--- src/board_pkg.sv ---
package board_pkg;

	// ==============================
	// axi bus geometry
	// ==============================
	localparam int axi_id_w   = 12;	// hps-to-fpga bridge id width
	localparam int axi_addr_w = 30;	// byte address
	localparam int axi_data_w = 32;
	localparam int axi_strb_w = axi_data_w / 8;	// one strobe per byte

	// ==============================
	// register map
	// ==============================
	localparam logic [axi_addr_w-1:0] reg_version_addr = 'h00;	// ro, version word
	localparam logic [axi_addr_w-1:0] reg_switch_addr  = 'h04;	// ro, slide switches
	localparam logic [axi_addr_w-1:0] reg_led_addr     = 'h08;	// rw, led[4:2]
	localparam logic [axi_addr_w-1:0] reg_jp3_addr     = 'h0C;	// rw, on-board header
	localparam logic [axi_addr_w-1:0] reg_jp5_addr     = 'h10;	// rw, 20-pin header
	localparam logic [axi_addr_w-1:0] reg_jp4_addr     = 'h14;	// rw, last mapped word
	localparam int reg_idx_w = 3;	// word index bits, addr[4:2]

	// version fields
	localparam logic [7:0]  fpga_dev_id = 8'h02;
	localparam logic [7:0]  fpga_fun_id = 8'h01;
	localparam logic [15:0] fpga_rev_id = 16'h0001;

	// axi response codes
	localparam logic [1:0] resp_okay   = 2'b00;
	localparam logic [1:0] resp_slverr = 2'b10;

	// ==============================
	// pins and heartbeat
	// ==============================
	localparam int n_switch   = 4;	// sw[4:1], active low
	localparam int n_led_reg  = 3;	// led[4:2], led[1] is heartbeat
	localparam int n_jp3      = 4;
	localparam int n_jp5      = 20;
	localparam int n_jp4_lane = 6;	// per diff-pair leg, driven single ended

	localparam int         hb_top_w   = 4;	// decoded counter msbs
	localparam logic [3:0] hb_phase_a = 4'd0;	// first blink
	localparam logic [3:0] hb_phase_b = 4'd2;	// second blink

	// axi channel payloads
	typedef struct packed {
		logic [axi_id_w-1:0]   awid;
		logic [axi_addr_w-1:0] awaddr;
	} axi_aw_t;

	typedef struct packed {
		logic [axi_data_w-1:0] wdata;
		logic [axi_strb_w-1:0] wstrb;
	} axi_w_t;

	typedef struct packed {
		logic [axi_id_w-1:0] bid;
		logic [1:0]          bresp;
	} axi_b_t;

	typedef struct packed {
		logic [axi_id_w-1:0]   arid;
		logic [axi_addr_w-1:0] araddr;
	} axi_ar_t;

	typedef struct packed {
		logic [axi_id_w-1:0]   rid;
		logic [axi_data_w-1:0] rdata;
		logic [1:0]            rresp;
	} axi_r_t;

	// jp4 header, 24 pins in register bit order
	typedef struct packed {
		logic [n_jp4_lane-1:0] rxn;	// bits 23:18
		logic [n_jp4_lane-1:0] rxp;
		logic [n_jp4_lane-1:0] txn;
		logic [n_jp4_lane-1:0] txp;	// bits 5:0
	} jp4_pins_t;

	// version word, raw bus view or field view
	typedef union packed {
		logic [axi_data_w-1:0] raw;
		struct packed {
			logic [7:0]  dev;
			logic [7:0]  fun;
			logic [15:0] rev;
		} f;
	} fpga_version_u;

endpackage

--- src/switch_sync.sv ---
`timescale 1ns/100ps

module switch_sync
	import board_pkg::*;
(
	input  logic                axi_clk,
	input  logic                reset,
	input  logic [n_switch-1:0] sw_pin,	// raw pins, active low
	output logic [n_switch-1:0] sw_state	// 1 = switch on
);

	logic [n_switch-1:0] sw_meta;	// first stage, may go metastable

	// invert on entry so a cleared stage reads as all off
	always_ff @(posedge axi_clk)
	begin
		if (reset)
		begin
			sw_meta  <= '0;
			sw_state <= '0;
		end
		else
		begin
			sw_meta  <= ~sw_pin;
			sw_state <= sw_meta;	// second stage
		end
	end

endmodule

--- src/heartbeat_gen.sv ---
`timescale 1ns/100ps

module heartbeat_gen
	import board_pkg::*;
#(
	parameter int hb_lsb = 23	// 2^hb_lsb cycles per phase
)
(
	input  logic axi_clk,
	input  logic reset,
	output logic hb_led
);

	logic [hb_top_w+hb_lsb-1:0] hb_cnt;	// free running
	logic [hb_top_w-1:0]        hb_phase;	// 16 phases per period

	assign hb_phase = hb_cnt[hb_top_w+hb_lsb-1:hb_lsb];

	always_ff @(posedge axi_clk)
	begin
		if (reset)
			hb_cnt <= '0;
		else
			hb_cnt <= hb_cnt + 1'b1;	// wraps
	end

	// double blink, on in phases 0 and 2, dark for the rest
	always_ff @(posedge axi_clk)
	begin
		if (reset)
			hb_led <= 1'b0;
		else
			hb_led <= (hb_phase == hb_phase_a) || (hb_phase == hb_phase_b);
	end

endmodule

--- src/board_regs.sv ---
`timescale 1ns/100ps

module board_regs
	import board_pkg::*;
(
	input  logic                 axi_clk,
	input  logic                 reset,
	input  axi_aw_t              aw,
	input  logic                 awvalid,
	output logic                 awready,
	input  axi_w_t               w,
	input  logic                 wvalid,
	output logic                 wready,
	output axi_b_t               b,
	output logic                 bvalid,
	input  logic                 bready,
	input  axi_ar_t              ar,
	input  logic                 arvalid,
	output logic                 arready,
	output axi_r_t               r,
	output logic                 rvalid,
	input  logic                 rready,
	input  logic [n_switch-1:0]  switches,
	output logic [n_led_reg-1:0] led_ctrl,
	output logic [n_jp3-1:0]     jp3_out,
	output logic [n_jp5-1:0]     jp5_out,
	output jp4_pins_t            jp4_out
);

	localparam int jp4_w = $bits(jp4_pins_t);

	fpga_version_u         ver;	// constant version word
	logic [axi_data_w-1:0] reg_word [2**reg_idx_w];	// read view of every word slot
	logic                  wr_fire;	// aw and w taken together
	logic                  rd_fire;
	logic                  aw_hit;
	logic                  ar_hit;
	logic [axi_data_w-1:0] wr_old;	// current value of addressed reg
	logic [axi_data_w-1:0] wr_new;	// after byte strobes

	// mapped means word aligned and not past jp4
	function automatic logic addr_hit(input logic [axi_addr_w-1:0] addr);
		return (addr[1:0] == 2'b00) && (addr <= reg_jp4_addr);
	endfunction

	function automatic logic [reg_idx_w-1:0] reg_idx(input logic [axi_addr_w-1:0] addr);
		return addr[reg_idx_w+1:2];
	endfunction

	// replace only the strobed bytes
	function automatic logic [axi_data_w-1:0] merge_strb(
		input logic [axi_data_w-1:0] old_word,
		input logic [axi_data_w-1:0] new_word,
		input logic [axi_strb_w-1:0] strb
	);
		logic [axi_data_w-1:0] res;
		res = old_word;
		for (int i = 0; i < axi_strb_w; i++)
		begin
			if (strb[i])
				res[i*8 +: 8] = new_word[i*8 +: 8];
		end
		return res;
	endfunction

	// ==============================
	// register read view
	// ==============================
	always_comb
	begin
		ver.f.dev = fpga_dev_id;
		ver.f.fun = fpga_fun_id;
		ver.f.rev = fpga_rev_id;
	end

	always_comb
	begin
		for (int i = 0; i < 2**reg_idx_w; i++)
			reg_word[i] = '0;	// holes read zero
		reg_word[reg_idx(reg_version_addr)] = ver.raw;
		reg_word[reg_idx(reg_switch_addr)]  = {{(axi_data_w-n_switch){1'b0}}, switches};
		reg_word[reg_idx(reg_led_addr)]     = {{(axi_data_w-n_led_reg){1'b0}}, led_ctrl};
		reg_word[reg_idx(reg_jp3_addr)]     = {{(axi_data_w-n_jp3){1'b0}}, jp3_out};
		reg_word[reg_idx(reg_jp5_addr)]     = {{(axi_data_w-n_jp5){1'b0}}, jp5_out};
		reg_word[reg_idx(reg_jp4_addr)]     = {{(axi_data_w-jp4_w){1'b0}}, jp4_out};
	end

	// ==============================
	// write channel
	// ==============================
	assign wr_fire = awvalid & wvalid & ~bvalid;	// no new write while b pending
	assign awready = wr_fire;	// address and data taken together
	assign wready  = wr_fire;
	assign aw_hit  = addr_hit(aw.awaddr);
	assign wr_old  = aw_hit ? reg_word[reg_idx(aw.awaddr)] : '0;
	assign wr_new  = merge_strb(wr_old, w.wdata, w.wstrb);

	always_ff @(posedge axi_clk)
	begin
		if (reset)
		begin
			led_ctrl <= '0;
			jp3_out  <= '0;
			jp5_out  <= '0;
			jp4_out  <= '0;
		end
		else if (wr_fire)
		begin
			case (aw.awaddr)	// full compare, unaligned never matches
				reg_led_addr: led_ctrl <= wr_new[n_led_reg-1:0];
				reg_jp3_addr: jp3_out  <= wr_new[n_jp3-1:0];
				reg_jp5_addr: jp5_out  <= wr_new[n_jp5-1:0];
				reg_jp4_addr: jp4_out  <= wr_new[jp4_w-1:0];
				default: ;	// version, switch, unmapped dropped
			endcase
		end
	end

	always_ff @(posedge axi_clk)
	begin
		if (reset)
			bvalid <= 1'b0;
		else if (wr_fire)
			bvalid <= 1'b1;
		else if (bready)
			bvalid <= 1'b0;	// response taken
	end

	always_ff @(posedge axi_clk)
	begin
		if (wr_fire)
		begin
			b.bid   <= aw.awid;	// echo id
			b.bresp <= aw_hit ? resp_okay : resp_slverr;
		end
	end

	// ==============================
	// read channel
	// ==============================
	assign rd_fire = arvalid & ~rvalid;
	assign arready = ~rvalid;	// one read in flight
	assign ar_hit  = addr_hit(ar.araddr);

	always_ff @(posedge axi_clk)
	begin
		if (reset)
			rvalid <= 1'b0;
		else if (rd_fire)
			rvalid <= 1'b1;
		else if (rready)
			rvalid <= 1'b0;
	end

	always_ff @(posedge axi_clk)
	begin
		if (rd_fire)
		begin
			r.rid   <= ar.arid;
			r.rdata <= ar_hit ? reg_word[reg_idx(ar.araddr)] : '0;	// zero on error
			r.rresp <= ar_hit ? resp_okay : resp_slverr;
		end
	end

endmodule

--- src/board_ctrl_top.sv ---
`timescale 1ns/100ps

module board_ctrl_top
	import board_pkg::*;
#(
	parameter int hb_lsb = 23	// lower in simulation for a fast blink
)
(
	input  logic                 axi_clk,
	input  logic                 reset,
	// ==============================
	// hps-to-fpga axi slave
	// ==============================
	input  axi_aw_t              aw,
	input  logic                 awvalid,
	output logic                 awready,
	input  axi_w_t               w,
	input  logic                 wvalid,
	output logic                 wready,
	output axi_b_t               b,
	output logic                 bvalid,
	input  logic                 bready,
	input  axi_ar_t              ar,
	input  logic                 arvalid,
	output logic                 arready,
	output axi_r_t               r,
	output logic                 rvalid,
	input  logic                 rready,
	// ==============================
	// board pins
	// ==============================
	input  logic [n_switch:1]    fpga_sw,	// slide switches, active low
	output logic [n_led_reg+1:1] fpga_led,	// led[1] heartbeat
	output logic [n_jp3:1]       fpga_gpio,	// jp3 header
	output logic [n_jp5:1]       jp5,
	output jp4_pins_t            jp4
);

	logic [n_switch-1:0]  sw_state;
	logic [n_led_reg-1:0] led_ctrl;
	logic                 hb_led;

	board_regs u_regs (
		.axi_clk  (axi_clk),
		.reset    (reset),
		.aw       (aw),
		.awvalid  (awvalid),
		.awready  (awready),
		.w        (w),
		.wvalid   (wvalid),
		.wready   (wready),
		.b        (b),
		.bvalid   (bvalid),
		.bready   (bready),
		.ar       (ar),
		.arvalid  (arvalid),
		.arready  (arready),
		.r        (r),
		.rvalid   (rvalid),
		.rready   (rready),
		.switches (sw_state),
		.led_ctrl (led_ctrl),
		.jp3_out  (fpga_gpio),	// straight to header pins
		.jp5_out  (jp5),
		.jp4_out  (jp4)
	);

	switch_sync u_sw (
		.axi_clk  (axi_clk),
		.reset    (reset),
		.sw_pin   (fpga_sw),
		.sw_state (sw_state)
	);

	heartbeat_gen #(
		.hb_lsb (hb_lsb)
	) u_hb (
		.axi_clk (axi_clk),
		.reset   (reset),
		.hb_led  (hb_led)
	);

	assign fpga_led = {led_ctrl, hb_led};	// led[4:2] from register, led[1] blinks

endmodule

--- config.mk ---
export PLATFORM = sky130hd
export DESIGN_NAME = board_ctrl_top
export DESIGN_NICKNAME = d
export VERILOG_FILES = /design/src/board_pkg.sv /design/src/switch_sync.sv /design/src/heartbeat_gen.sv /design/src/board_regs.sv /design/src/board_ctrl_top.sv
export SDC_FILE = /design/constraint.sdc
export NUM_CORES = 1
export LEC_CHECK = 0
export BUFFER_PORTS_ARGS = -buffer_cell sky130_fd_sc_hd__clkbuf_2
export CAP_MARGIN = 30
export CORE_UTILIZATION = 45
export CTS_BUF_LIST = sky130_fd_sc_hd__clkbuf_2
export CTS_CLUSTER_SIZE = 14
export DETAILED_ROUTE_END_ITERATION = 6
export PLACE_DENSITY_LB_ADDON = 0.2
export SYNTH_ARGS = -nofsm -noshare
export SYNTH_HDL_FRONTEND = slang
export SYNTH_SLANG_ARGS = --single-unit
--- constraint.sdc ---
create_clock -name axi_clk -period 4.65 [get_ports axi_clk]
set_input_delay 0.465 -clock axi_clk [delete_from_list [all_inputs] [get_ports axi_clk]]
set_output_delay 0.465 -clock axi_clk [all_outputs]
set_load 0.02 [all_outputs]
==> impl_metrics.yaml <==
run_status:
  outcome: "finished clean"
place:
  numPlacedInstances: 954
  dp_hpwl_microns: 12400
  port_buffers: 229
  pre_cts_slack_ns: 1.60
  place.gp.congestion: 0.776
clock_network:
  cts-root-buf: "clkbuf_2"
  cts_sinks: 140
  post-cts-setup-buffer-count: 0
  postCtsResizedCells: 0
  cts_tree: "built"
  insertion_delay_ns: 0.71
  cts_buffers: 17
  cts_buffer_depth: 2
  htree_levels: 4
  path_clk_slew_ns: 0.18
yosys:
  yosysMostFrequentCell: "nor2_1"
  synth-seq-cells: 140
  synth_warnings: 0
  synth_edf_count: 51
  yosys.area.top_type: "dfxtp_1"
  synth_flop_cell: "dfxtp_1"
  ys_top_cells_by_area: "dfxtp_1 29%, edfxtp_1 25%, mux2i_1 7.6%, nor2_1 6.9%, a211oi_2 2.6%"
  async_flop_share_pct: 0
  synth.avg_cell_area_sq_um: 10.7
  synth_top_area_share_pct: 28.7
  seq_area_frac_synth_pct: 53.4
  netlist_area_sq_mm: 0.00621
  synth_cells: 578
  yosys-top-cells-count: "114 x nor2_1, 89 x dfxtp_1, 51 x edfxtp_1, 47 x mux2i_1, 29 x nand2_1"
  synth_cell_types: 52
min_path:
  min_path_type: "in2reg"
  holdPathEnd: "u_regs.jp5_out[2]"
  min_from: "w[6]"
  min_path_cells: 3
power:
  ir_worst_vdd_uv: 126
  power_density_mw_per_mm2: 281
  leakage_nw: 3.35
setup_path:
  cp_cell_sequence: "nor2_1 > buf_4 > clkbuf_2"
  startpoint_type: "flip-flop"
  cp_slowest_cell: "dfxtp_1"
  slowest_delay_ns: 0.40
  cp_max_fo: 15
  worstReg2RegStart: "u_hb.hb_cnt[0]"
  rr_worst_depth: 6
  r2r_slack_ns: 2.45
  critPathTopFamily: "buffers and inverters"
  r2r_end: "u_hb.hb_cnt[26]"
  worstSetupPathType: "reg2out"
  required_ns: 4.18
  critPathCaptureType: "primary output"
  cp.arrival_ns: 1.79
  worst-path-buf-inv: 2
timing:
  fin_ws_ns: 2.39
  fin_crit_sh_pct: 48.5
  tightest_slew_ns: 1.00
  slew_headroom_pct: 33.1
  setup_viol: 0
  fmaxAchievable_mhz: 443
  fin_crit_ns: 2.26
  grt_setup_unrepaired: "no"
  hold_viol: 0
  finClkSkew_ns: 0.0183
  drv_slew: 0
  finalSetupTns_ns: 0
grt:
  track_usage_pct: 24.9
  grt_overflow: 0
  grt_pass1_wl_microns: 27400
  grt_pass1_vias: 5428
  grt_max_degree: 90
  antenna_found_initial: 1
floorplan:
  die_w_microns: 119
  start_util_pct: 46.5
  num_io_pins: 248
  die_area_sq_mm: 0.0143
  core_sq_mm: 0.0133
  rows: 42
  die_h_microns: 119
route:
  final_antenna_net_count: 0
  drc: 0
  wl_per_cell_microns: 17.0
  avgViaCountPerCell: 5.29
  via_count: 5418
  routed_wirelength_microns: 17500
  drtIter0Drc: 341
  drtPass1Iterations: 4
final_layout:
  seqCellArea_sq_mm: 0.00331
  instances_no_fill: 1025
  finalCoreUtilization_pct: 60.5
  drive_above_1_share_pct: 35.0
  fin_nets: 967
  area_growth_pct: 30.0
  multi_input_area_sq_mm: 0.00266
  num-fill-cells: 1147
run:
  maxCapViolations: 0
==> where the power goes <==
part | total (W) | internal, W | leakage [nW] | switching (W)
clock | 0.000707 | 0.000295 | 0.152 | 0.000413
sequential | 0.00131 | 0.00130 | 1.21 | 0.0000117
combinational | 0.000249 | 0.000103 | 1.99 | 0.000145
==> logic make-up (layout without fill, tap and decap cells) <==
kind of cell	Yosys count	after routing	synth area share, %
AND/OR/NAND/NOR	224	224	18.3
buffers and inverters	52	314	4.33
other	1	10	0.0604
AO/OA/AOI/OAI	86	86	12.2
multiplexers	50	50	8.12
adder cells (fa/ha/maj)	1	1	0.202
flip-flops	140	140	53.4
XOR/XNOR	24	24	3.39
==> worst reg2reg max path, delay by kind of cell (launching register included) <==
family                     cells  cell delay, ns
DFF                            1            0.42
and+or+nand+nor                4            1.25
xor gates and xnor gates       1            0.18
adders and majority gates      1            0.21
==> sequential cells by signal, indices dropped and copies added, names as in the netlist <==
| signal | count |
|---|---|
| u_hb.hb_cnt | 27 |
| u_regs.jp3_out | 4 |
| u_sw.sw_meta | 4 |
| u_regs.jp4_out | 24 |
| u_regs.b | 13 |
| u_regs.r | 38 |
| u_sw.sw_state | 4 |
| u_hb.hb_led | 1 |
| u_regs.jp5_out | 20 |
| u_regs.led_ctrl | 3 |
| u_regs.rvalid | 1 |
| u_regs.bvalid | 1 |
==> cells in the final DEF (no fill, tap or decap), types with 8 or more instances in the layout <==
cell,instances
clkbuf_2,248
nor2_1,114
dfxtp_1,89
edfxtp_1,51
mux2i_1,47
dlygate4sd3_1,37
nand2_1,29
a211oi_1,21
xor2_1,16
o311a_1,15
a311oi_1,15
a211oi_2,13
nand4_1,11
nor4_1,10
and3_1,9
conb_1,9
nand3_1,8
xnor2_1,8
==> metal layers <==
layer  part of all wire, %  wire length (microns)  global-route usage [%]
met1                    39                   6740                    27.5
met2                    54                   9420                    46.2
met3                   6.3                   1090                    5.46
met4                   1.3                    219                    9.92
met5                     0                      0                       0
==> repair_timing <==
action,4_1_cts,5_1_grt
setup endpoints to repair,0,0
hold endpoints to repair,38,0
hold buffers,37,0
==> area by class of cell <==
type	count	share of cell area [%]
Antenna cell	1	0.0310
Clock buffer	20	1.24
Clock inverter	12	1.60
Inverter	7	0.326
Multi-Input combinational cell	394	33.0
Sequential cell	140	41.1
Tap cell	176	2.73
Timing Repair Buffer	275	20.0
==> through the flow <==
| stage | total power (W) | area, sq um | hold slack (ns) |
|---|---|---|---|
| 2_1_floorplan | 0.00146 | 6240 | 0.414 |
| 6_report | 0.00227 | 8070 | 0.0871 |
| 3_5_place_dp | 0.00156 | 7450 | 0.431 |
| 4_1_cts | 0.00229 | 8050 | 0.00494 |
| 3_3_place_gp | 0.00155 | 7410 | 0.429 |
| 5_1_grt | 0.00236 | 8070 | 0.0373 |
==> how the worst max path moves through the flow <==
stage	from	end	slack, ns	cells past startpoint
after floorplan	arvalid	u_regs.r[10]	2.04	1
after global placement	aw[2]	u_regs.jp5_out[3]	1.56	6
after detailed placement	aw[2]	u_regs.jp4_out[14]	1.60	7
after CTS	u_regs.bvalid	awready	2.31	3
after global routing	u_hb.hb_cnt[0]	u_hb.hb_cnt[26]	2.23	6
final	u_regs.bvalid	awready	2.39	3
No activity file was read; power rests on OpenSTA's default activity.
